File: src/taylor_cfg.svh
`ifndef TAYLOR_CFG_SVH
`define TAYLOR_CFG_SVH

// Number of cores in the array (2 to 8)
`define TAY_NUM_CORES 4

// Highest power of x in the exp series (1 to 8)
`define TAY_ORDER 6

// Samples are Q3.15 in a signed word
`define TAY_X_W 19
`define TAY_X_FRAC 15

// Results and the accumulator are Q7.20
`define TAY_Y_W 28
`define TAY_Y_FRAC 20

`endif
File: src/taylor_pkg.sv
`default_nettype none

`include "taylor_cfg.svh"

package taylor_pkg;

	typedef logic signed [`TAY_X_W-1:0] sample_t;
	typedef logic signed [`TAY_Y_W-1:0] result_t;

	// Enough bits to name any core of the array
	typedef logic [$clog2(`TAY_NUM_CORES)-1:0] core_idx_t;

	typedef result_t coef_t;

	// One merged output word
	typedef struct packed {
		result_t   value;
		core_idx_t core;   // Core that produced the value
	} taylor_out_t;

	// 1/k! with TAY_Y_FRAC fraction bits, truncated toward zero
	localparam coef_t TAY_COEF [0:8] = '{
		coef_t'(1048576),   // 1/0!
		coef_t'(1048576),
		coef_t'(524288),
		coef_t'(174762),
		coef_t'(43690),
		coef_t'(8738),
		coef_t'(1456),
		coef_t'(208),
		coef_t'(26)         // 1/8!
	};

endpackage

`default_nettype wire

File: src/sample_dispatch.sv
`timescale 1ns/1ps
`default_nettype none

`include "taylor_cfg.svh"

module sample_dispatch (
	input  wire                           clk,
	input  wire                           rst_n,
	input  wire                           in_valid,
	input  taylor_pkg::sample_t           in_sample,
	output logic                          in_ready,
	output logic [`TAY_NUM_CORES-1:0]     core_in_valid,
	input  wire  [`TAY_NUM_CORES-1:0]     core_in_ready,
	output taylor_pkg::sample_t           core_x
);

	logic                  full;       // Holding register occupied
	taylor_pkg::sample_t   sample_q;
	taylor_pkg::core_idx_t wr_ptr;     // Core that gets the held sample

	logic hand_off;
	logic in_fire;

	// Selected core takes the held sample this cycle
	assign hand_off = full && core_in_ready[wr_ptr];

	// Accept while empty, or while the register drains on the same edge
	assign in_ready = !full || hand_off;
	assign in_fire  = in_valid && in_ready;

	assign core_x = sample_q;

	// Offer only to the core at the rotation pointer
	always_comb begin
		core_in_valid = '0;
		core_in_valid[wr_ptr] = full;
	end

	always_ff @(posedge clk or negedge rst_n) begin
		if (!rst_n) begin
			full   <= 1'b0;
			wr_ptr <= '0;
		end else begin
			if (in_fire)
				full <= 1'b1;
			else if (hand_off)
				full <= 1'b0;

			if (hand_off) begin
				if (wr_ptr == taylor_pkg::core_idx_t'(`TAY_NUM_CORES - 1))
					wr_ptr <= '0;
				else
					wr_ptr <= wr_ptr + 1'b1;
			end
		end
	end

	always_ff @(posedge clk) begin
		if (in_fire)
			sample_q <= in_sample;
	end

endmodule

`default_nettype wire

File: config.mk
export PLATFORM = sky130hd
export DESIGN_NAME = sample_dispatch
export DESIGN_NICKNAME = d
export VERILOG_FILES = /design/src/taylor_pkg.sv /design/src/sample_dispatch.sv
export VERILOG_INCLUDE_DIRS = /design/src
export SDC_FILE = /design/constraint.sdc
export NUM_CORES = 1
export LEC_CHECK = 0
export CORE_MARGIN = 5
export CORE_UTILIZATION = 58
export DETAILED_ROUTE_END_ITERATION = 8
export DONT_BUFFER_PORTS = 1
export GPL_TIMING_DRIVEN = 1
export PLACE_DENSITY = 0.81
export SYNTH_ARGS = -nofsm -noshare
export SYNTH_HDL_FRONTEND = slang
export SYNTH_SLANG_ARGS = --single-unit
File: constraint.sdc
create_clock -name clk -period 1.8 [get_ports clk]
set_clock_uncertainty 0.05 [all_clocks]
set_input_delay 0.27 -clock clk [delete_from_list [all_inputs] [get_ports clk]]
set_output_delay 0.27 -clock clk [all_outputs]
set_load 0.05 [all_outputs]
Yosys cells after proc, flatten, opt, wreduce, memory -nomap -nowiden
Index checks and enable logic that the tools add are counted.

storage, ports and cells
  bits of input ports = 26
  bits in registers = 22

operators by class
  reductions and logical operators = 6
  bitwise gates (word level) = 1
  add/sub/neg operators = 1
  order comparisons = 2
  multiplexer cells = 7
  equal/unequal tests = 1

operator list
  kind                 number
  $and 4x4->4          1
  $mux 1               4
  $logic_and 1x1->1    3
  $lt 2x3->1 const B   1
  $add 2x1->2 const B  1
  $bmux 1 s2           1
  $demux 1 s2          1
  $eq 2x2->1 const B   1
  $ge 2x1->1 const B   1
  $mux 2               1
  $reduce_bool 2->1    1
  $logic_not 1->1      1
  $logic_or 1x1->1     1

Depth between registers and ports, before layout
  word-level depth = 6
  mapped depth = 3
  mapped depth without buffers = 3

Worst setup path before layout
Ideal clock, no wire load.

  path type = reg-to-reg
  start = register wr_ptr[0]
  end = register sample_q[0] (netlist: core_x[0]) (enable)
  arrival = 1482 ps
  path slack = -50 ps
  stages on the path, launching flop included = 4
  path buffers = 0
  cells stage by stage = dfrtp_1 > mux2_2 > o22a_1 > and2_4

between the ends
  word-level cells in the longest chain between the ends = 5

ends and longest elaborated chain
  item                          line                   source
  start, declared               sample_dispatch.sv:19  taylor_pkg::core_idx_t wr_ptr;
  start signal, assigned        sample_dispatch.sv:53  wr_ptr <= wr_ptr + 1'b1;
  $bmux 1 s2                    sample_dispatch.sv:25  assign hand_off = full && core_in_ready[wr_ptr];
  $mux 1 (not written as such)  sample_dispatch.sv:25
  $logic_and 1x1->1             sample_dispatch.sv:25
  $logic_or 1x1->1              sample_dispatch.sv:28  assign in_ready = !full || hand_off;
  net in_ready                  sample_dispatch.sv:11  output logic in_ready,
  $logic_and 1x1->1             sample_dispatch.sv:29  assign in_fire = in_valid && in_ready;
  net in_fire                   sample_dispatch.sv:22  logic in_fire;
  end signal, assigned          sample_dispatch.sv:60  sample_q <= in_sample;
  end, declared                 sample_dispatch.sv:18  taylor_pkg::sample_t sample_q;

The timed path passes the listed nets, and every way through them passes these cells. The select of a mux whose other input is x is not followed.
A chain may end at the register's enable or synchronous reset.

Worst setup path after layout
  start = register wr_ptr[0]
  end = output in_ready

between the ends
  word-level cells in the longest chain between the ends = 4

ends and longest elaborated chain
  item                          line
  $bmux 1 s2                    sample_dispatch.sv:25
  $mux 1 (not written as such)  sample_dispatch.sv:25
  $logic_and 1x1->1             sample_dispatch.sv:25
  $logic_or 1x1->1              sample_dispatch.sv:28
  end, declared                 sample_dispatch.sv:11

Every way passes these cells. The select of a mux whose other input is x is not followed.

==> summary.txt <==
Run status
  • Status: finished, violations left
  • Failing checks: hold timing, setup timing

Detailed routing
  • Initial DRT Pass Iterations: 4
  • Drt initial violations: 11
  • DRC Markers: 0
  • Per-cell routed wire length: 27.2 um
  • Post-route ant nets: 0
  • Final wirelength: 2.50 mm
  • Total number of vias: 577
  • DR vias/cell: approximately 6.3

Timing
  • Fmax achieved: 536 MHz
  • Slew @ Worst Pin: around 500 ps
  • Final setup TNS: -140 ps
  • WHS: -0.00999 ps
  • RSZ-0062 raised after global routing: yes
  • Final hold violations: 1
  • Slew Limit Fails: 0
  • Rel. slew slack: between 60% and 70%
  • Final Cycle Share: 104%
  • PnR worst setup slack: -65.6 ps
  • Period minus WS final: 1870 ps
  • Final setup viols: 4

Logic synthesis
  • Cell count after synthesis: 47
  • Most common cell in the synthesized netlist: edfxtp_1
  • Number of synthesized flops with an enable pin: 19
  • Post-synthesis cell area: 845 um^2
  • Sequential area share after synthesis: 76.4%
  • Top-area cell type share of the netlist area: 67.6%
  • #FFs+latches synth: 22
  • Asr flop ratio synth: 13.6%
  • Library cells used by synthesis: 17
  • Commonest cells in the netlist: edfxtp_1 (19), and2_1 (4), ha_1 (4)
  • Main synth FF type: edfxtp_1
  • Yosys top cell by area: edfxtp_1
  • Syn. warnings: 0
  • Synthesized Nets: 77
  • Syn Area/Cell: 18.0 um^2
  • Largest cells by area after synthesis: edfxtp_1 (68%), dfrtp_1 (8.9%), ha_1 (5.9%)

Floorplanning
  • Chip Height: 48.2 um
  • Die width: slightly below 50 um
  • CORE AREA: between 1000 and 1500 um^2
  • Num rows: 13
  • Starting Density: 63.3%
  • Number of I/O pins: 50
  • Die ar.: between 2000 and 2500 um^2

GRT
  • First-pass GRT wire length: 2.62 mm
  • Pin count of the biggest net entering global routing: 20
  • GRT Overall Usage: 17.1%
  • Gr ovfl total: 0
  • Initial antenna violation count: 0
  • Number of global-route vias before repair: 490

Setup path
  • Worst path cell trace: mux2_4 -> o22a_4 -> buf_8
  • CP max stage delay: 480 ps
  • Critical Path Start Type: register
  • R2R Setup Slk: 190 ps
  • Crit Path Category: reg2out
  • Crit end category: primary output
  • Worst Path Required: approximately 1500 ps
  • Arrival time worst endpoint: between 1500 and 2000 ps
  • Slowest cell on crit path: dfrtp_2
  • CP max FO: 5

Place
  • Cell total after placement: 66
  • Buffers on Ports: 0
  • Routability congestion estimate from global placement: 0.680
  • Place WS: 196 ps
  • Placed Area: 895 um^2

Clock tree
  • Clock latency on the worst-skew pair: 330 ps
  • Worst-path clk slew: 130 ps
  • Total CTS buffers: 3
  • CTS tree: yes
  • Clock Path Buffers: 2
  • H-tree levels: 1
  • CTS Sinks: 22
  • Clock root buffer: clkbuf_4

Power
  • Total power: 2.16 mW
  • Sw Pwr: between 0.9 and 1 mW
  • Pwr/cell area: 1800 nW/um^2
  • Clk pwr share: 18.1%
  • Logic pwr share: 32.2%
  • Leak pwr: between 0.4 and 0.5 nW
  • P_int: 1.23 mW
  • Max VDD drop: around 1300 uV
  • Sw Share: between 40 and 50%
  • Flop pwr share: 49.7%

Layout
  • Util after Layout: 89.6%
  • Layout Nets: 108
  • Multi-input logic area: 203 um^2
  • Fin cells: 92
  • Final-layout fill cell count: 50
  • Share of cells above drive strength 1: 26.0%
  • Design Area, Final: 1190 um^2
  • Diode count: 0
  • Area Growth Syn to Fin: 41.5%
  • Sequential cell area: 649 um^2

Flow run
  • MaxCap Viol Count: 0

Worst hold path
  • Worst hold path class: in2reg
## final cells by class
type / instances / area share, %
Tap cell: 15 / 1.57
Clock inverter: 1 / 2.51
Sequential cell: 22 / 54.3
Clock buffer: 3 / 1.88
Multi-Input combinational cell: 22 / 17.0
Inverter: 3 / 0.942
Timing Repair Buffer: 26 / 21.8
## power by group through the flow
| stage | clock network [mW] | registers, mW | logic, mW |
|---|---|---|---|
| global placement | 0 | 1.06 | 0.476 |
| floorplan | 0 | 1.04 | 0.391 |
| detailed placement | 0 | 1.07 | 0.506 |
| global route | 0.410 | 1.08 | 0.732 |
| finish | 0.391 | 1.07 | 0.694 |
| CTS | 0.368 | 1.06 | 0.565 |
## layer usage
metal	global-route usage, %	part of all wire (%)	up-vias
met5	0	0	-
met2	29.2	53	48
met4	4.84	1.9	0
met1	20.4	34	293
met3	5.90	11	5
li1	-	-	231
## sequential cells by signal (all words and copies together) (netlist names)
signal and count:
core_x 19, wr_ptr 2, full 1
## cells by family after synthesis
group                    Yosys count  share of synthesized area [%]
multiplexers                       4                           5.48
AO/OA/AOI/OAI                      5                           4.30
AND/OR/NAND/NOR                    9                           6.52
flip-flops                        22                           76.4
adder cells (fa/ha/maj)            4                           5.93
buffers and inverters              3                           1.33
## timing repair
action                                 in CTS  in global routing
setup buffers                               2                  0
gates cloned                                0                  0
hold buffers                                1                 19
setup endpoints to repair                   3                  4
pin swaps                                   0                  1
endpoints found under the hold margin       3                 19
gates resized for setup                     3                  8
## final timing paths
path                            from         to  cells after the start
hold / removal              in_valid       full                      1
hold reg to reg            wr_ptr[0]  wr_ptr[0]                      2
setup / recovery           wr_ptr[0]   in_ready                      3
setup reg to reg           wr_ptr[0]  core_x[8]                      3
max in group asynchronous      rst_n  wr_ptr[1]                      1
min in group asynchronous      rst_n       full                      1
## worst max-delay path, delay by kind of cell (launching register included)
family,cells,cell delay [ps]
AO/OA/AOI/OAI,1,250
multiplexers,1,340
buffers and inverters,1,150
flip-flops,1,480
## cell usage in the layout (no fill, tap or decap)
| master | netlist | layout |
|---|---|---|
| dlygate4sd3_1 | 0 | 20 |
| inv_1 | 3 | 3 |
| bufinv_16 | 0 | 1 |
| o21ai_0 | 1 | 1 |
| nand2b_1 | 1 | 1 |
| and2_2 | 0 | 1 |
| dfrtp_2 | 0 | 3 |
| mux2_2 | 1 | 1 |
| o41ai_1 | 1 | 1 |
| clkbuf_4 | 0 | 3 |
| buf_4 | 0 | 3 |
| a21oi_1 | 1 | 1 |
| and2_1 | 4 | 1 |
| ha_1 | 4 | 4 |
| o22a_4 | 0 | 1 |
| nand2_1 | 2 | 2 |
| and2_4 | 1 | 3 |
| buf_6 | 0 | 2 |
| mux2i_1 | 2 | 2 |
| mux2_4 | 1 | 1 |
| buf_8 | 0 | 1 |
| edfxtp_1 | 19 | 19 |
| a2bb2oi_1 | 1 | 1 |
| or2b_1 | 1 | 1 |
No activity file was read; power rests on OpenSTA's default activity.
