<file path="config.mk">
export PLATFORM = sky130hd
export DESIGN_NAME = taylor_core
export DESIGN_NICKNAME = d
export VERILOG_FILES = /design/src/taylor_pkg.sv /design/src/taylor_core.sv
export VERILOG_INCLUDE_DIRS = /design/src
export SDC_FILE = /design/constraint.sdc
export NUM_CORES = 1
export LEC_CHECK = 0
export ABC_AREA = 0
export BUFFER_PORTS_ARGS = -buffer_cell sky130_fd_sc_hd__buf_4
export CAP_MARGIN = 10
export CORE_MARGIN = 3
export CORE_UTILIZATION = 36
export CTS_BUF_LIST = sky130_fd_sc_hd__clkbuf_8
export CTS_CLUSTER_DIAMETER = 30
export DETAILED_ROUTE_END_ITERATION = 6
export PLACE_DENSITY_LB_ADDON = 0.2
export SYNTH_ARGS = -nofsm -noshare
export SYNTH_HDL_FRONTEND = slang
export SYNTH_SLANG_ARGS = --single-unit
</file>
<file path="constraint.sdc">
create_clock -name clk -period 23.6 [get_ports clk]
set_input_delay 1.18 -clock clk [delete_from_list [all_inputs] [get_ports clk]]
set_output_delay 1.18 -clock clk [all_outputs]
set_load 0.02 [all_outputs]
</file>
<file path="src/taylor_cfg.svh">
`ifndef TAYLOR_CFG_SVH
`define TAYLOR_CFG_SVH

// Number of cores in the array (2 to 8)
`define TAY_NUM_CORES 4

// Highest power of x in the exp series (1 to 8)
`define TAY_ORDER 6

// Samples are Q3.15 in a signed word
`define TAY_X_W 19
`define TAY_X_FRAC 15

// Results and the accumulator are Q7.20
`define TAY_Y_W 28
`define TAY_Y_FRAC 20

`endif
</file>
<file path="src/taylor_pkg.sv">
`default_nettype none

`include "taylor_cfg.svh"

package taylor_pkg;

	typedef logic signed [`TAY_X_W-1:0] sample_t;
	typedef logic signed [`TAY_Y_W-1:0] result_t;

	// Enough bits to name any core of the array
	typedef logic [$clog2(`TAY_NUM_CORES)-1:0] core_idx_t;

	typedef result_t coef_t;

	// One merged output word
	typedef struct packed {
		result_t   value;
		core_idx_t core;   // Core that produced the value
	} taylor_out_t;

	// 1/k! with TAY_Y_FRAC fraction bits, truncated toward zero
	localparam coef_t TAY_COEF [0:8] = '{
		coef_t'(1048576),   // 1/0!
		coef_t'(1048576),
		coef_t'(524288),
		coef_t'(174762),
		coef_t'(43690),
		coef_t'(8738),
		coef_t'(1456),
		coef_t'(208),
		coef_t'(26)         // 1/8!
	};

endpackage

`default_nettype wire

</file>
<file path="src/taylor_core.sv">
`timescale 1ns/1ps
`default_nettype none

`include "taylor_cfg.svh"

module taylor_core (
	input  wire                   clk,
	input  wire                   rst_n,
	input  wire                   in_valid,
	input  taylor_pkg::sample_t   x,
	output logic                  in_ready,
	output logic                  res_valid,
	input  wire                   res_ready,
	output taylor_pkg::result_t   res
);

	localparam int CNT_W = $clog2(`TAY_ORDER + 1);

	logic               busy;
	logic [CNT_W-1:0]   cnt;        // Horner steps still to do
	logic [CNT_W-1:0]   coef_idx;

	taylor_pkg::sample_t x_q;
	taylor_pkg::result_t acc;
	taylor_pkg::result_t step;
	taylor_pkg::result_t res_q;

	logic signed [`TAY_Y_W+`TAY_X_W-1:0] prod;

	logic accept;

	// Idle means no evaluation running and no result waiting
	assign in_ready = !busy && !res_valid;
	assign accept   = in_valid && in_ready;

	// Step k adds coefficient entry k-1
	assign coef_idx = (cnt == '0) ? '0 : cnt - 1'b1;

	// acc*x scaled back to Q7.20 with truncation and wrap
	assign prod = acc * x_q;
	assign step = taylor_pkg::result_t'(prod >>> `TAY_X_FRAC) + taylor_pkg::TAY_COEF[coef_idx];

	assign res = res_q;

	always_ff @(posedge clk or negedge rst_n) begin
		if (!rst_n) begin
			busy      <= 1'b0;
			cnt       <= '0;
			res_valid <= 1'b0;
		end else begin
			if (accept) begin
				busy <= 1'b1;
				cnt  <= CNT_W'(`TAY_ORDER);
			end else if (busy) begin
				if (cnt != '0) begin
					cnt <= cnt - 1'b1;
				end else begin
					busy      <= 1'b0;   // Result moves to the output register
					res_valid <= 1'b1;
				end
			end

			if (res_valid && res_ready)
				res_valid <= 1'b0;
		end
	end

	always_ff @(posedge clk) begin
		if (accept) begin
			x_q <= x;
			acc <= taylor_pkg::TAY_COEF[`TAY_ORDER];   // Highest power first
		end else if (busy && cnt != '0) begin
			acc <= step;
		end

		if (busy && cnt == '0)
			res_q <= acc;
	end

endmodule

`default_nettype wire

</file>
; ---- Yosys cells after proc, flatten, opt, wreduce, memory -nomap -nowiden
; Memories as Yosys holds them, arrays and structs flattened.
; Cells that the tools add are included.
[totals]
reg_bits = 80
rom_bits = 448
memories = 1
[mem_list]
columns = memory, depth, word_bits, read_ports, rd_clocked_by_memory_dff, write_ports, line_no
row1 = (name not given), 16, 28, 1, 0, 0, taylor_core.sv:41  ; assign step = taylor_pkg::result_t'(prod >>> `TAY_X_FRAC) + taylor_pkg::TAY_COEF[coef_idx];
[op_classes]
n_addsub = 2
multipliers = 1
order_cmp = 1
n_eq_ne = 2
muxes = 13
bitwise = 1
n_reduce_logical = 14
[ops]
columns = cell, n
row1 = $mux W28, 2
row2 = $mul A28 B19 Y43, 1
row3 = $add A28 B28 Y28, 1
row4 = $mux W3, 4
row5 = $mux W1, 7
row6 = $reduce_bool A2 Y1, 3
row7 = $ge A4 B5 Y1 const B, 1
row8 = $logic_and A1 B1 Y1, 5
row9 = $ne A2 B1 Y1 const B, 2
row10 = $not A3 Y4, 1
row11 = $logic_not A3 Y1, 1
row12 = $reduce_and A3 Y1, 1
row13 = $reduce_bool A3 Y1, 1
row14 = $sub A3 B1 Y3 const B, 1
row15 = $logic_not A1 Y1, 2
row16 = $reduce_and A2 Y1, 1

; ---- Logic depth before layout (Yosys ltp)
[depth]
ltp_word = 7
ltp_mapped = 39

; ---- Worst setup path before layout
; Ideal clock, no wire load.
[synth_path]
path_type = reg-to-reg
start = register x_q[2]
end = register acc[27]
setup_ns = 0.126
t_arrival_ns = 8.546
path_slack_ns = 14.928
path_stages_with_launch = 39
synth_period_minus_slack_ns = 8.672
cell_sequence = edfxtp_1 clkbuf_1 clkbuf_1 nand2_1 fa_1 inv_1 fa_1 inv_1 fa_1 inv_1 fa_1 fa_1 inv_1 fa_1 inv_1 ha_1 ha_1 a21oi_1 [... 3 more ...] o211a_1 buf_4 a31o_1 a21oi_1 nor2b_1 nor2_1 xnor2_1 ha_1 nand2_1 or2_2 a311oi_1 a311oi_2 a21oi_1 o41ai_4 nor4b_2 mux2_1 nand3_1 nand3_1
[synth_via]
elab_chain_cells = 2
[synth_rtl]
columns = item, line_no
row1 = start: declaration, taylor_core.sv:23  ; taylor_pkg::sample_t x_q;
row2 = start signal: assignment, taylor_core.sv:70  ; x_q <= x;
row3 = $mul A28 B19 Y43, taylor_core.sv:40  ; assign prod = acc * x_q;
row4 = $add A28 B28 Y28, taylor_core.sv:41
row5 = end signal: assignment, taylor_core.sv:71  ; acc <= taylor_pkg::TAY_COEF[`TAY_ORDER];
row6 = end signal: assignment, taylor_core.sv:73  ; acc <= step;
row7 = end: declaration, taylor_core.sv:24  ; taylor_pkg::result_t acc;
; No other way between the ends.
; A chain may end at the register's enable or synchronous reset.

; ---- Final worst setup path
; Same ends and word-level chain as after synthesis.

==> flow_summary_export.csv <==
group,metric,value,unit
run_status,status,"complete, no violations",
worst_setup_path,cp-end-kind,"register",
die,fp.coreArea,57000,µm²
sta,period_share,41.3,%
worst_setup_path,crit_fanout,28,
logic_synthesis,syn_area,21000,µm²
drt,drt-initial-drc-count,664,
sta,rsz0062_at_grt,"no",
logic_synthesis,synth.area.top_cells,"fa_1, inv_1, ha_1",
logic_synthesis,async_flop_share,6.25,%
logic_synthesis,synth.avg_cell_area,9.53,µm²
logic_synthesis,synth.distinct_cells,76,
worst_setup_path,worstRegToRegCells,35,
worst_setup_path,critical-path-top-delay-family,"adder cells",
global_route,grt_overflow,0,
layout,syn_to_final_growth,6.76,%
logic_synthesis,ys_seq_area_share,9.99,%
drt,drc,0,
logic_synthesis,synth_common_cells,"fa_1, inv_1, nand2_1",
sta,fmax,103,MHz
worst_setup_path,worstSetupPathType,"register to register",
logic_synthesis,yosys_register_bits,80,
logic_synthesis,synthFlopType,"edfxtp_1",
global_route,grt_pass1_wl,88800,µm
worst_setup_path,startpoint_type,"register",
clock_network,tritoncts,"built",
flow_run,drv_cap,0,
die,fp.dieW,247,µm
logic_synthesis,yosysTopAreaCell,"fa_1",
clock_network,cts-root-buf,"clkbuf_8",
die,initial_utilization,36.8,%
clock_network,post-cts-setup-buffer-count,0,
logic_synthesis,synth-edff-count,47,
worst_setup_path,arrival,10.01,ns
clock_network,ctsResizeCount,0,
sta,fin_setup_tns,0,ns
layout,nets,2833,
logic_synthesis,synth_most_common_cell,"fa_1",
logic_synthesis,synth_nets,2850,
placed_design,port_buffers,52,
logic_synthesis,synth_top_cell_area_share,46.6,%
die,rows,87,
worst_setup_path,cp.required,23.87,ns
worst_hold_path,whs_path_depth,0,
worst_setup_path,path_depth,35,
drt,routedWlPerCell,18.3,µm
clock_network,hold_buffers,0,
layout,drive_gt1_share,6.34,%
sta,slew_violations,0,
sta,worst_pin_slew,1.17,ns
layout,antenna_cells,0,
global_route,grt_pass1_vias,16359,
global_route,antenna_found_initial,0,
sta,hold_violations,0,
sta,max_slew_margin,21.9,%
drt,totalWireLength,53900,µm
sta,skew,0.0184,ns
die,dieArea,61200,µm²
sta,setup_viol_count_final,0,
worst_setup_path,cp_slowest_cell,"edfxtp_1",
global_route,grt_max_degree,30,
drt,vias_per_cell,4.93,
clock_network,cts.sinks,80,
worst_hold_path,hp-class,"register to register",
clock_network,clk_path_buf_depth,2,
sta,min_period,9.74,ns
logic_synthesis,synthCells,2203,
placed_design,place_hpwl,43200,µm
worst_setup_path,crit_top_cell,"fa_1",
clock_network,h-tree-depth,3,
drt,num_vias,14540,
die,io_pins,53,
drt,ant_nets,0,
drt,drt_first_pass_iters,6,
clock_network,cts_buffers,9,
clock_network,clock_latency,0.40,ns
worst_setup_path,cp_num_buf_inv,5,
die,die_h,247,µm
layout,num-fill-cells,5849,
placed_design,gp_congestion,0.854,
clock_network,cts.clk_slew.worst_paths,0.09,ns
logic_synthesis,yosysWarnings,0,
worst_setup_path,max_stage_delay,1.04,ns
global_route,grt_use_total,18.7,%
through the flow:
step	util (%)	worst slack (ns)	instance area, µm²	cells	hold WS, ns
global placement	38.9	14.06	22200	2931	0.415
finish	39.3	13.86	22400	2947	0.442
detailed placement	38.9	13.89	22200	2931	0.423
floorplan	-	14.93	21000	2203	0.406
global route	39.3	13.25	22400	2947	0.455
CTS	39.3	13.84	22400	2947	0.446
per-layer routing:
| layer | wire length, µm | GRT usage [%] |
|---|---|---|
| met3 | 1680 | 1.46 |
| met5 | 0 | 0 |
| met4 | 994 | 3.98 |
| met2 | 29100 | 35.0 |
| met1 | 22200 | 23.6 |
path summary, 6_finish.rpt:
| check | from | endpoint | slack (ns) |
|---|---|---|---|
| setup / recovery | x_q[2] | acc[27] | 13.86 |
| hold / removal | acc[20] | res[20] | 0.44 |
| setup reg to reg | x_q[2] | acc[27] | 13.86 |
| hold reg to reg | acc[20] | res[20] | 0.44 |
| max in group asynchronous | rst_n | busy | 22.92 |
| min in group asynchronous | rst_n | res_valid | 0.57 |
cells by family (layout without fill, tap and decap cells):
| logic type | after synthesis | count (layout) | share of synthesized area (%) |
|---|---|---|---|
| AO/OA/AOI/OAI | 170 | 170 | 5.88 |
| XOR/XNOR | 66 | 66 | 2.75 |
| adder cells (fa/ha/maj) | 624 | 624 | 54.7 |
| buffers and inverters | 578 | 566 | 10.4 |
| flip-flops | 80 | 80 | 9.99 |
| multiplexers | 7 | 7 | 0.346 |
| AND/OR/NAND/NOR | 678 | 678 | 16.0 |
state kept, by name, indices dropped and copies added, names as in the netlist:
| register | flops |
|---|---|
| res_valid | 1 |
| x_q | 19 |
| acc | 28 |
| busy | 1 |
| res | 28 |
| cnt | 3 |
cell type report:
cell class | count | area (µm²) | area share, %
timing repair buffer | 94 | 706 | 3.15
clock buffer | 10 | 138 | 0.614
tap | 756 | 946 | 4.22
inverter | 456 | 1710 | 7.64
multi-input combinational | 1545 | 16700 | 74.6
sequential | 80 | 2100 | 9.36
clock inverter | 6 | 92.6 | 0.413
cell usage in the layout, fill, tap and decap left out, types with 7 or more instances in the layout:
| master | n |
|---|---|
| a21o_1 | 26 |
| a21oi_1 | 44 |
| and2_1 | 224 |
| buf_4 | 94 |
| clkbuf_8 | 10 |
| dfxtp_1 | 28 |
| edfxtp_1 | 47 |
| fa_1 | 488 |
| ha_1 | 136 |
| inv_1 | 456 |
| nand2_1 | 327 |
| nand2b_1 | 16 |
| nand3_1 | 14 |
| nand4_1 | 7 |
| nor2_1 | 29 |
| nor2b_1 | 23 |
| nor3_1 | 13 |
| o21ai_0 | 30 |
| xnor2_1 | 43 |
| xor2_1 | 23 |
worst reg2reg max path: cells and delay by family (launching register included):
| kind | cells | cell delay (ns) |
|---|---|---|
| adder cells (fa/ha/maj) | 9 | 3.97 |
| AO/OA/AOI/OAI | 10 | 2.38 |
| AND/OR/NAND/NOR | 9 | 1.50 |
| flip-flops | 1 | 1.04 |
| multiplexers | 1 | 0.36 |
| buffers and inverters | 5 | 0.26 |
| XOR/XNOR | 1 | 0.09 |
Power is left out: the tool's default activity adds up to more than one toggle a clock period on the data nets, which glitch-free logic cannot reach.
