## config.mk

```make
export PLATFORM = sky130hd
export DESIGN_NAME = result_collector
export DESIGN_NICKNAME = d
export VERILOG_FILES = /design/src/taylor_pkg.sv /design/src/result_collector.sv
export VERILOG_INCLUDE_DIRS = /design/src
export SDC_FILE = /design/constraint.sdc
export NUM_CORES = 1
export LEC_CHECK = 0
export BUFFER_PORTS_ARGS = -buffer_cell sky130_fd_sc_hd__buf_2
export CAP_MARGIN = 15
export CORE_ASPECT_RATIO = 2
export CORE_MARGIN = 2
export CORE_UTILIZATION = 35
export DETAILED_ROUTE_END_ITERATION = 7
export PLACE_DENSITY_LB_ADDON = 0.1
export SETUP_SLACK_MARGIN = 0.5
export SLEW_MARGIN = 5
export SYNTH_ARGS = -nofsm -noshare
export SYNTH_HDL_FRONTEND = slang
export SYNTH_SLANG_ARGS = --single-unit
```

## constraint.sdc

```tcl
create_clock -name clk -period 2.7 [get_ports clk]
set_input_delay 0.405 -clock clk [delete_from_list [all_inputs] [get_ports clk]]
set_output_delay 0.405 -clock clk [all_outputs]
set_load 0.02 [all_outputs]
```

## src/taylor_cfg.svh

```systemverilog
`ifndef TAYLOR_CFG_SVH
`define TAYLOR_CFG_SVH

// Number of cores in the array (2 to 8)
`define TAY_NUM_CORES 4

// Highest power of x in the exp series (1 to 8)
`define TAY_ORDER 6

// Samples are Q3.15 in a signed word
`define TAY_X_W 19
`define TAY_X_FRAC 15

// Results and the accumulator are Q7.20
`define TAY_Y_W 28
`define TAY_Y_FRAC 20

`endif
```

## src/taylor_pkg.sv

```systemverilog
`default_nettype none

`include "taylor_cfg.svh"

package taylor_pkg;

	typedef logic signed [`TAY_X_W-1:0] sample_t;
	typedef logic signed [`TAY_Y_W-1:0] result_t;

	// Enough bits to name any core of the array
	typedef logic [$clog2(`TAY_NUM_CORES)-1:0] core_idx_t;

	typedef result_t coef_t;

	// One merged output word
	typedef struct packed {
		result_t   value;
		core_idx_t core;   // Core that produced the value
	} taylor_out_t;

	// 1/k! with TAY_Y_FRAC fraction bits, truncated toward zero
	localparam coef_t TAY_COEF [0:8] = '{
		coef_t'(1048576),   // 1/0!
		coef_t'(1048576),
		coef_t'(524288),
		coef_t'(174762),
		coef_t'(43690),
		coef_t'(8738),
		coef_t'(1456),
		coef_t'(208),
		coef_t'(26)         // 1/8!
	};

endpackage

`default_nettype wire

```

## src/result_collector.sv

```systemverilog
`timescale 1ns/1ps
`default_nettype none

`include "taylor_cfg.svh"

module result_collector (
	input  wire                                          clk,
	input  wire                                          rst_n,
	input  wire  [`TAY_NUM_CORES-1:0]                    core_res_valid,
	input  taylor_pkg::result_t [`TAY_NUM_CORES-1:0]     core_res,
	output logic [`TAY_NUM_CORES-1:0]                    core_res_ready,
	output logic                                         out_valid,
	input  wire                                          out_ready,
	output taylor_pkg::taylor_out_t                      out_data
);

	taylor_pkg::core_idx_t   rd_ptr;   // Core whose result is next in order
	taylor_pkg::taylor_out_t out_q;

	logic room;
	logic take;

	// Output register free now or freed on this edge
	assign room = !out_valid || out_ready;
	assign take = room && core_res_valid[rd_ptr];

	assign out_data = out_q;

	// Only the core at the pointer sees ready
	always_comb begin
		core_res_ready = '0;
		core_res_ready[rd_ptr] = room;
	end

	always_ff @(posedge clk or negedge rst_n) begin
		if (!rst_n) begin
			out_valid <= 1'b0;
			rd_ptr    <= '0;
		end else begin
			if (take) begin
				out_valid <= 1'b1;
				if (rd_ptr == taylor_pkg::core_idx_t'(`TAY_NUM_CORES - 1))
					rd_ptr <= '0;
				else
					rd_ptr <= rd_ptr + 1'b1;
			end else if (out_ready) begin
				out_valid <= 1'b0;
			end
		end
	end

	always_ff @(posedge clk) begin
		if (take) begin
			out_q.value <= core_res[rd_ptr];
			out_q.core  <= rd_ptr;   // Tag with the producing core
		end
	end

endmodule

`default_nettype wire

```

---- Yosys cells after proc, flatten, opt, wreduce, memory -nomap -nowiden ----
Cells that the tools add are included.
cells by class
  $add $sub $neg .......................... 1
  $lt $le $gt $ge ......................... 2
  equal/unequal tests ..................... 1
  mux-type cells .......................... 9
  bitwise gates (word level) .............. 1
  reductions and logical operators ........ 5
operators by type and width
  kind                 number
  $bmux 28 s2          1
  $mux 28              1
  $and 4x4->4          1
  $mux 1               4
  $lt 2x3->1 const B   1
  $add 2x1->2 const B  1
  $bmux 1 s2           1
  $demux 1 s2          1
  $eq 2x2->1 const B   1
  $ge 2x1->1 const B   1
  $logic_and 1x1->1    2
  $mux 2               1
  $reduce_bool 2->1    1
  $logic_not 1->1      1
  $logic_or 1x1->1     1
word-level totals
  flip-flop bits (word level) ............. 33
  input port bits ......................... 119
  output and inout port bits .............. 35
  word-level logic and storage cells ...... 23

---- Longest topological paths before layout ----
Gate-level depths: netlist of run 1.
  word-level depth ........................ 5
  mapped depth ............................ 5
  mapped depth without buffers ............ 4

---- Worst setup path before layout of run 1 ----
Ideal clock, no wire load.
  path type ............................... flip-flop to flip-flop
  start ................................... reg rd_ptr[0]
  end ..................................... reg out_q, in the netlist out_data[0] (enable)
  setup time .............................. 417 ps
  arrival ................................. 2202 ps
  data required time ...................... 2283 ps
  slack ................................... 81 ps
  stages on the path, launching flop included .. 6
  path buffers ............................ 2
  period minus slack after synthesis ...... 2619 ps
  cell sequence ........................... dfrtp_1 -> buf_6 -> buf_4 -> inv_1 -> mux2i_1 -> nor2_1
between the ends
  longest elaborated chain between the ends .. 3
ends and longest elaborated chain
  item                          line                    source
  from (decl)                   result_collector.sv:17  taylor_pkg::core_idx_t rd_ptr;
  from (signal assigned)        result_collector.sv:45  rd_ptr <= rd_ptr + 1'b1;
  $bmux 1 s2                    result_collector.sv:25  assign take = room && core_res_valid[rd_ptr];
  $mux 1 (not written as such)  result_collector.sv:25
  $logic_and 1x1->1             result_collector.sv:25
  named net take                result_collector.sv:21  logic take;
  to (decl)                     result_collector.sv:18  taylor_pkg::taylor_out_t out_q;
The timed path passes the listed nets, and every way through them passes these cells. The select of a mux whose other input is x is not followed.
A chain may end at the register's enable or synchronous reset.

---- Final worst setup path of run 1 ----
  start ................................... reg rd_ptr[1]
  end ..................................... out core_res_ready[3]
between the ends
  longest elaborated chain between the ends .. 5
  elaborated cells on any way between the ends .. 6
  classes of those cells .................. order compare: 2; mux: 2; bitwise: 1; reduce/logical: 1
ends and longest elaborated chain
  item                                                            line                    source
  $lt 2x3->1 (not written as such) or $ge 2x1->1 (tied branches)  result_collector.sv:32  core_res_ready[rd_ptr] = room;
  $logic_and 1x1->1 (not written as such)                         result_collector.sv:32
  $mux 1 (not written as such)                                    result_collector.sv:32
  $demux 1 s2 *                                                   result_collector.sv:32
  $and 4x4->4 (no source line) *                                  --
  to (decl)                                                       result_collector.sv:11  output logic [`TAY_NUM_CORES-1:0] core_res_ready,
Mark *: on every way between the ends. The rest lies on a longest branch, timed or not.

==> results of run 1 <==
## power groups by stage
stage / logic (mW) / clock network, mW / registers [mW]
5_1_grt: 1.64 / 0.388 / 1.07
3_5_place_dp: 1.55 / 0 / 1.05
6_report: 1.52 / 0.349 / 1.04
3_3_place_gp: 1.53 / 0 / 1.04
4_1_cts: 1.55 / 0.366 / 1.04
2_1_floorplan: 0.851 / 0 / 1.29
## through the flow
step | total power, mW | instances | util, % | hold slack (ns) | instance area (um^2)
finish | 2.90 | 307 | 54.3 | 0.452 | 2770
floorplan | 2.14 | 91 | - | 0.109 | 1850
CTS | 2.96 | 307 | 54.3 | 0.441 | 2760
detailed placement | 2.60 | 298 | 52.4 | 0.212 | 2670
global route | 3.10 | 307 | 54.3 | 0.442 | 2770
global placement | 2.57 | 298 | 52.4 | 0.214 | 2670
## kinds of logic (layout without fill, tap and decap cells)
group	after synthesis	after routing	synth area share, %
DFF	33	33	53.0
adders and majority gates	4	4	2.72
and+or+nand+nor	8	8	2.31
AOI/OAI and AO/OA	4	4	1.43
muxes	32	32	37.2
buffers and inverters	10	168	3.39
## area by class of cell
class                           instances  area (um^2)
Fill cell                             469         2330
Multi-Input combinational cell         48          807
Timing Repair Buffer                  157          815
Tap cell                               58         72.6
Clock buffer                            6         72.6
Clock inverter                          2         10.0
Sequential cell                        33          978
Inverter                                3         11.3
## how the worst max path moves through the flow
stage                                    to  slack, ns  cells after the start
after floorplan                 out_data[0]       0.57                      5
after global placement    core_res_ready[3]       0.76                      5
after detailed placement  core_res_ready[3]       0.75                      5
after CTS                 core_res_ready[3]       0.59                      5
after global routing      core_res_ready[3]       0.61                      5
final                     core_res_ready[3]       0.71                      5
## critical path, cell delays in order, from the launching register on
cell	delay (ns)
dfrtp_2	0.53
buf_6	0.28
ha_1	0.19
inv_1	0.06
nor2_1	0.09
buf_2	0.16
## Yosys cell counts (all sizes together)
| master | count | share of area (%) |
|---|---|---|
| a21oi | 1 | 0.27 |
| a31o | 1 | 0.48 |
| a31oi | 2 | 0.68 |
| and2 | 3 | 1.0 |
| buf | 7 | 2.8 |
| dfrtp | 3 | 4.1 |
| edfxtp | 30 | 49 |
| ha | 4 | 2.7 |
| inv | 3 | 0.61 |
| mux2 | 2 | 1.2 |
| mux2i | 1 | 0.54 |
| mux4 | 29 | 35 |
| nand2 | 1 | 0.20 |
| nand2b | 1 | 0.34 |
| nor2 | 2 | 0.41 |
| nor2b | 1 | 0.34 |
## per-layer routing
layer	up-vias	GRT usage (%)	part of all wire [%]
met5	-	0	0
met4	0	6.62	1.7
met3	8	3.86	8.4
met2	92	32.0	58
met1	725	17.6	31
li1	708	-	-
## registers in the layout, summed over array words and instances, names as in the netlist
name       cells
out_data      30
rd_ptr         2
out_valid      1
## placed cells by master (no fill, tap or decap), drive strengths merged
| cell type | instances |
|---|---|
| inv | 3 |
| a31oi | 2 |
| mux2 | 2 |
| nor2b | 1 |
| edfxtp | 30 |
| nand2b | 1 |
| dfrtp | 3 |
| clkinv | 2 |
| and2 | 3 |
| mux2i | 1 |
| clkbuf | 6 |
| mux4 | 29 |
| a31o | 1 |
| ha | 4 |
| dlygate4sd3 | 1 |
| buf | 156 |
| a21oi | 1 |
| nand2 | 1 |
| nor2 | 2 |
## repair_timing
| action | 4_1_cts | 5_1_grt |
|---|---|---|
| hold endpoints to repair | 3 | 0 |
| hold buffers | 1 | 0 |
| setup buffers | 0 | 0 |
| setup endpoints to repair | 1 | 1 |
| gates resized for setup | 1 | 1 |
==> flow_metrics.py, run 1 <==
metrics = {
    "run_status": {
        "status": "finished clean",
    },
    "job": {
        "maxCapViolCount": 0,
    },
    "clock_tree": {
        "numCtsBuffers": 5,
        "cts_tree": "yes",
        "clockRootBuffer": "clkbuf_8",
        "cts_max_path_buffers": 2,
        "clk_latency_ns": 0.28,
        "clock_sinks": 33,
        "htree_num_levels": 2,
        "cts.clk_slew.worst_paths_ns": 0.06,
    },
    "die": {
        "rows": 37,
        "die_w_um": 55.3,
        "core-area_um2": 5090,
        "die_h_um": 107,
        "dieArea_um2": 5900,
        "start_util_pct": 36.2,
        "io_pins": 154,
    },
    "global_route": {
        "antenna_found_initial": 0,
        "grt_first_pass_wirelength_mm": 7.54,
        "grt_max_degree": 31,
        "grt_pass1_vias": 1587,
        "grt_use_total_pct": 16.9,
        "grt_overflow_total": 0,
    },
    "worst_setup_path": {
        "endpoint_kind": "primary output",
        "reg2reg_depth": 3,
        "cp.required_ns": 2.30,
        "cp-start-kind": "flip-flop",
        "worst-setup-path-type": "flip-flop to primary output",
        "r2r-start": "rd_ptr[0]",
        "worst-path-max-fanout": 23,
        "reg2reg_slack_ns": 0.95,
        "arrival_ns": 1.59,
        "reg2reg_to": "rd_ptr[1]",
        "crit_start": "rd_ptr[1]",
    },
    "sta": {
        "setup_violations": 0,
        "finalHoldViolations": 0,
        "fin_tns_setup_ns": 0,
        "slew_viol_final": 0,
        "clock_skew_ns": 0.00312,
        "fmax_mhz": 502,
        "post-route-period-util_pct": 73.8,
        "rsz0062_at_grt": "no",
        "slew_headroom_pct": 74.7,
        "worstMarginPinSlew_ns": 0.379,
        "fin_ws_ns": 0.707,
        "layout_min_cycle_time_ns": 1.99,
    },
    "layout": {
        "syn_to_final_growth_pct": 50.1,
        "drive_above_1_share_pct": 79.5,
        "final_nets": 371,
        "n_antenna_cell": 0,
    },
    "placement": {
        "port_buffers": 153,
        "pre_cts_ws_ns": 0.755,
        "dp_hpwl_mm": 4.01,
        "place_congestion": 0.725,
    },
    "route": {
        "viasPerCell": 4.99,
        "wl_per_cell_um": 16.0,
        "wl_mm": 4.90,
        "drt_iter0_markers": 27,
        "vias": 1533,
        "postRouteAntennaNets": 0,
        "drtPass1Iterations": 4,
        "drc": 0,
    },
    "power": {
        "power_frac_clock_pct": 12.0,
        "comb_power_share_pct": 52.3,
        "powerDensity_nw_per_um2": 1050,
        "p_leak_nw": 1.26,
        "p_int_mw": 1.81,
        "p_sw_share_pct": 37.8,
        "switching_power_mw": 1.10,
        "p_seq_share_pct": 35.7,
        "irDropWorstVdd_v": 0.000663,
    },
    "synthesis": {
        "synth_cell_types": 18,
        "syn_inst": 91,
        "yosysWarningCount": 0,
        "ys_ff_latch": 33,
        "ys_seq_area_share_pct": 53.0,
        "syn_nets": 214,
        "synth.avg_cell_area_um2": 20.3,
        "netlist_area_um2": 1840,
    },
    "hold_path": {
        "worstHoldPathType": "input port to asynchronous set/reset pin",
    },
}
(Power assumes the default switching activity.)
==> inputs of run 2 (changes only) <==
- clock period: 2.7 -> 1.75 ns (I/O delays scaled with it)
==> run 2 against run 1 <==
Net effect: count of clock-buffer cells in the layout did not move; routed wire length up 23%; total power grew 100%; first-iteration DRC count is 33% higher.
==> flow_metrics.py, run 2 (synthesis results as in run 1) <==
metrics = {
    "run_status": {
        "status": "finished clean",
    },
    "sta": {
        "rsz0062_at_grt": "yes",
        "clock_skew_ns": 0.00520,
        "fmax_mhz": 630,
        "finalHoldViolations": 0,
        "slew_headroom_pct": 76.1,
        "post-route-period-util_pct": 90.6,
        "slew_viol_final": 0,
        "fin_tns_setup_ns": 0,
        "layout_min_cycle_time_ns": 1.59,
        "worstMarginPinSlew_ns": 0.358,
        "setup_violations": 0,
    },
    "die": {
        "die_h_um": 107,
        "die_w_um": 55.3,
        "io_pins": 154,
        "dieArea_um2": 5900,
        "rows": 37,
        "start_util_pct": 36.2,
        "core-area_um2": 5090,
    },
    "clock_tree": {
        "cts_tree": "yes",
        "clock_sinks": 33,
        "cts.clk_slew.worst_paths_ns": 0.06,
        "clk_latency_ns": 0.28,
        "htree_num_levels": 2,
        "cts_max_path_buffers": 2,
        "numCtsBuffers": 5,
        "clockRootBuffer": "clkbuf_8",
    },
    "layout": {
        "final_util_pct": 63.7,
        "layout_common_cells": "buf_2 (149), edfxtp_1 (30), mux4_2 (29)",
        "n_antenna_cell": 0,
        "mostFrequentLayoutCell": "buf_2",
        "fillCellCount": 419,
        "final_nets": 393,
        "drive_above_1_share_pct": 86.0,
        "largest_register_ffs": 30,
        "syn_to_final_growth_pct": 76.0,
    },
    "route": {
        "drtPass1Iterations": 4,
        "wl_mm": 6.01,
        "viasPerCell": 5.05,
        "postRouteAntennaNets": 0,
        "drc": 0,
        "vias": 1661,
        "drt_iter0_markers": 36,
        "wl_per_cell_um": 18.3,
    },
    "power": {
        "p_sw_share_pct": 35.8,
        "comb_power_share_pct": 61.7,
        "irDropWorstVdd_v": 0.00135,
        "switching_power_mw": 2.09,
        "p_leak_nw": 1.46,
        "powerDensity_nw_per_um2": 1800,
        "power_frac_clock_pct": 11.8,
        "p_seq_share_pct": 26.5,
        "p_int_mw": 3.76,
    },
    "worst_setup_path": {
        "cp_slowest_cell": "dfrtp_2",
        "cp.required_ns": 1.49,
        "cp.depth": 5,
        "critical_path_buf_inv_count": 3,
        "path_delay_family": "flip-flops",
        "r2r-start": "rd_ptr[0]",
        "arrival_ns": 1.32,
        "reg2reg_depth": 5,
        "crit_chain": "buf_12 -> inv_8 -> ha_4 -> and2_4 -> buf_6",
        "worst-setup-path-type": "flip-flop to primary output",
        "endpoint_kind": "primary output",
        "crit_start": "rd_ptr[1]",
        "cpPeakStageDelay_ns": 0.47,
        "cp-start-kind": "flip-flop",
        "worst-path-max-fanout": 6,
    },
    "global_route": {
        "grt_overflow_total": 0,
        "gr-usage-met3_pct": 4.34,
        "grt_first_pass_wirelength_mm": 8.63,
        "antenna_found_initial": 0,
        "grt_use_total_pct": 19.8,
        "busiest_layer": "met2",
        "grt_max_degree": 18,
        "grt_use_met1_pct": 19.3,
        "use_met2_pct": 39.3,
        "grt_pass1_vias": 1722,
    },
    "hold_path": {
        "worstHoldPathType": "input port to asynchronous set/reset pin",
    },
    "placement": {
        "dp_hpwl_mm": 4.08,
        "place_congestion": 0.681,
        "port_buffers": 153,
    },
    "job": {
        "maxCapViolCount": 0,
    },
}
## run 2: layout make-up
cell class,instances,area [um^2],area share (%)
well taps,58,72.6,2.24
clock buffers,6,72.6,2.24
clock inverters,2,33.8,1.04
multi-input cells,49,910,28.0
repair buffers,178,1150,35.5
inverters,3,26.3,0.810
flip-flops and latches,33,978,30.2
## run 2: metal layers
layer / part of all wire (%) / vias up
met1: 31 / 807
li1: - / 757
met4: 2.1 / 0
met3: 7.0 / 11
met5: 0 / -
met2: 60 / 86
## run 2: power by group through the flow
stage | Combinational, mW | Clock, mW | Sequential, mW
finish | 3.61 | 0.689 | 1.55
floorplan | 1.44 | 0 | 1.99
global placement | 2.55 | 0 | 1.54
detailed placement | 2.57 | 0 | 1.56
global route | 3.82 | 0.732 | 1.59
CTS | 3.45 | 0.705 | 1.55
## run 2: per-stage QoR
stage | hold slack (ns) | area (um^2) | setup slack, ns | cells | total power [mW]
2_1_floorplan | -0.0331 | 1900 | 0.0124 | 91 | 3.44
3_3_place_gp | 0.0700 | 2710 | -0.0603 | 299 | 4.09
3_5_place_dp | 0.0692 | 2710 | -0.0732 | 299 | 4.12
4_1_cts | 0.298 | 3180 | 0.177 | 326 | 5.71
5_1_grt | 0.321 | 3240 | 0.133 | 329 | 6.13
6_report | 0.306 | 3240 | 0.164 | 329 | 5.85
## run 2: final timing paths
check                                    endpoint  slack [ns]
worst max-delay path            core_res_ready[0]        0.16
worst min-delay path                    rd_ptr[0]        0.31
worst max register to register          rd_ptr[1]        0.17
worst min register to register          out_valid        0.71
max in group asynchronous               rd_ptr[1]        1.32
min in group clk                     out_data[28]        0.36
## run 2: what timing repair did
| item | 4_1_cts | 5_1_grt |
|---|---|---|
| hold buffers | 1 | 0 |
| endpoints found under the setup margin | 64 | 64 |
| pin swaps | 6 | 1 |
| gates resized for setup | 31 | 2 |
| endpoints found under the hold margin | 3 | 0 |
| setup buffers | 14 | 1 |
| cloned | 4 | 2 |
==> inputs of run 3 (changes only) <==
- CORE_ASPECT_RATIO: 2 -> 0.9
- PLACE_DENSITY: default -> 0.75
- PLACE_DENSITY_LB_ADDON: 0.1 -> default
==> run 3 against run 2 <==
Net effect: worst hold slack lost 0.0022 ns; routed wire length shrank 5.7%; utilization shrank 1.8 points; fmax down 0.59%; critical path type unchanged; largest cell class unchanged.
==> flow_metrics.py, run 3 (synthesis results as in run 1) <==
metrics = {
    "global_route": {
        "grt_use_total_pct": 18.7,
        "grt_max_degree": 16,
        "grt_first_pass_wirelength_mm": 8.02,
        "grt_pass1_vias": 1636,
        "antenna_found_initial": 0,
        "grt_overflow_total": 0,
    },
    "sta": {
        "fin_tns_setup_ns": 0,
        "post-route-period-util_pct": 91.2,
        "layout_min_cycle_time_ns": 1.60,
        "hold_slack_ns": 0.303,
        "finalHoldViolations": 0,
        "clock_skew_ns": 0.00644,
        "worstMarginPinSlew_ns": 0.312,
        "rsz0062_at_grt": "yes",
        "fin_ws_ns": 0.154,
        "setup_violations": 0,
        "slew_headroom_pct": 78.8,
        "fmax_mhz": 627,
        "slew_viol_final": 0,
    },
    "placement": {
        "dp_cells": 310,
        "port_buffers": 153,
        "dp_hpwl_mm": 3.94,
        "place_congestion": 0.744,
        "pre_cts_ws_ns": -0.108,
        "placement.cell_area_um2": 2730,
    },
    "route": {
        "wl_per_cell_um": 16.8,
        "drc": 0,
        "drt_iter0_markers": 62,
        "viasPerCell": 4.78,
        "vias": 1617,
        "drtPass1Iterations": 4,
        "wl_mm": 5.66,
        "postRouteAntennaNets": 0,
    },
    "power": {
        "p_int_mw": 3.53,
        "total_power_mw": 5.55,
        "comb_power_share_pct": 62.1,
        "power_frac_clock_pct": 9.9,
        "irDropWorstVdd_v": 0.000935,
        "p_leak_nw": 1.43,
        "p_seq_share_pct": 28.0,
        "powerDensity_nw_per_um2": 1740,
        "p_sw_share_pct": 36.4,
        "switching_power_mw": 2.02,
    },
    "worst_setup_path": {
        "reg2reg_to": "rd_ptr[1]",
        "cp.required_ns": 1.49,
        "arrival_ns": 1.33,
        "crit_start": "rd_ptr[0]",
        "worst-setup-path-type": "flip-flop to primary output",
        "endpoint_kind": "primary output",
        "cp-start-kind": "flip-flop",
        "reg2reg_depth": 4,
        "critPathCapture": "core_res_ready[3]",
        "reg2reg_slack_ns": 0.18,
        "r2r-start": "rd_ptr[0]",
        "worst-path-max-fanout": 4,
    },
    "layout": {
        "n_antenna_cell": 0,
        "regArea_um2": 978,
        "syn_to_final_growth_pct": 73.3,
        "final_nets": 393,
        "fin_cells": 338,
        "fillCellCount": 420,
        "layout_common_cells": "buf_2 (149), edfxtp_1 (30), mux4_2 (29)",
        "multi_input_area_um2": 906,
        "design_area_um2": 3190,
        "largest_register_ffs": 30,
        "mostFrequentLayoutCell": "buf_2",
        "drive_above_1_share_pct": 86.0,
        "final_util_pct": 61.9,
    },
    "clock_tree": {
        "numCtsBuffers": 5,
        "htree_num_levels": 2,
        "clock_sinks": 33,
        "cts_tree": "yes",
        "cts_max_path_buffers": 2,
        "cts.clk_slew.worst_paths_ns": 0.07,
        "clockRootBuffer": "clkbuf_8",
        "clk_latency_ns": 0.28,
    },
    "die": {
        "core-area_um2": 5160,
        "start_util_pct": 35.7,
        "dieArea_um2": 5860,
        "die_h_um": 72.8,
        "io_pins": 154,
        "die_w_um": 80.5,
        "rows": 25,
    },
    "job": {
        "maxCapViolCount": 0,
    },
    "hold_path": {
        "worstHoldPathType": "input port to asynchronous set/reset pin",
    },
    "run_status": {
        "status": "finished clean",
    },
}
## run 3: changes by cell type in the layout (fill, tap and decap cells not counted), sizes merged
cell | before | now
clkbuf | 8 | 6
bufinv | 1 | 0
clkinv | 1 | 2
buf | 174 | 176
## run 3: power by group through the flow
| stage | Sequential, mW | Combinational [mW] | Clock [mW] |
|---|---|---|---|
| after floorplan | 1.99 | 1.44 | 0 |
| after global placement | 1.53 | 2.51 | 0 |
| after detailed placement | 1.55 | 2.54 | 0 |
| after CTS | 1.56 | 3.38 | 0.564 |
| after global routing | 1.59 | 3.68 | 0.596 |
| final | 1.55 | 3.45 | 0.548 |
## run 3: worst min-delay path by stage
stage	start	end	slack [ns]
2_1_floorplan	rst_n	out_valid	-0.03
3_3_place_gp	rst_n	out_valid	0.07
3_5_place_dp	rst_n	out_valid	0.07
4_1_cts	rst_n	out_valid	0.29
5_1_grt	rst_n	out_valid	0.31
6_report	rst_n	out_valid	0.30
## run 3: final cells by class
cell class | instances | area share [%]
Clock buffer | 6 | 2.27
Timing Repair Buffer | 178 | 35.0
Tap cell | 67 | 2.62
Multi-Input combinational cell | 49 | 28.4
Sequential cell | 33 | 30.6
Clock inverter | 2 | 0.313
Inverter | 3 | 0.823
## run 3: repair_timing
action	CTS	global route
endpoints found under the setup margin	65	65
buffers inserted	12	3
endpoints found under the hold margin	3	0
hold buffers	1	0
gates resized for setup	40	2
gates cloned	4	0
pin swaps	8	1
## run 3: metal layers
layer / vias to the layer above / GRT usage, % / wire (um)
li1: 753 / - / -
met1: 780 / 22.0 / 2090
met2: 78 / 33.9 / 3080
met3: 6 / 4.83 / 446
met4: 0 / 5.08 / 52
met5: - / 0 / 0
## run 3: critical path: stages (launching register included)
cell and delay [ns]:
dfrtp_2 0.48, buf_12 0.17, ha_4 0.16, inv_2 0.05, nor2_1 0.03, buf_4 0.17
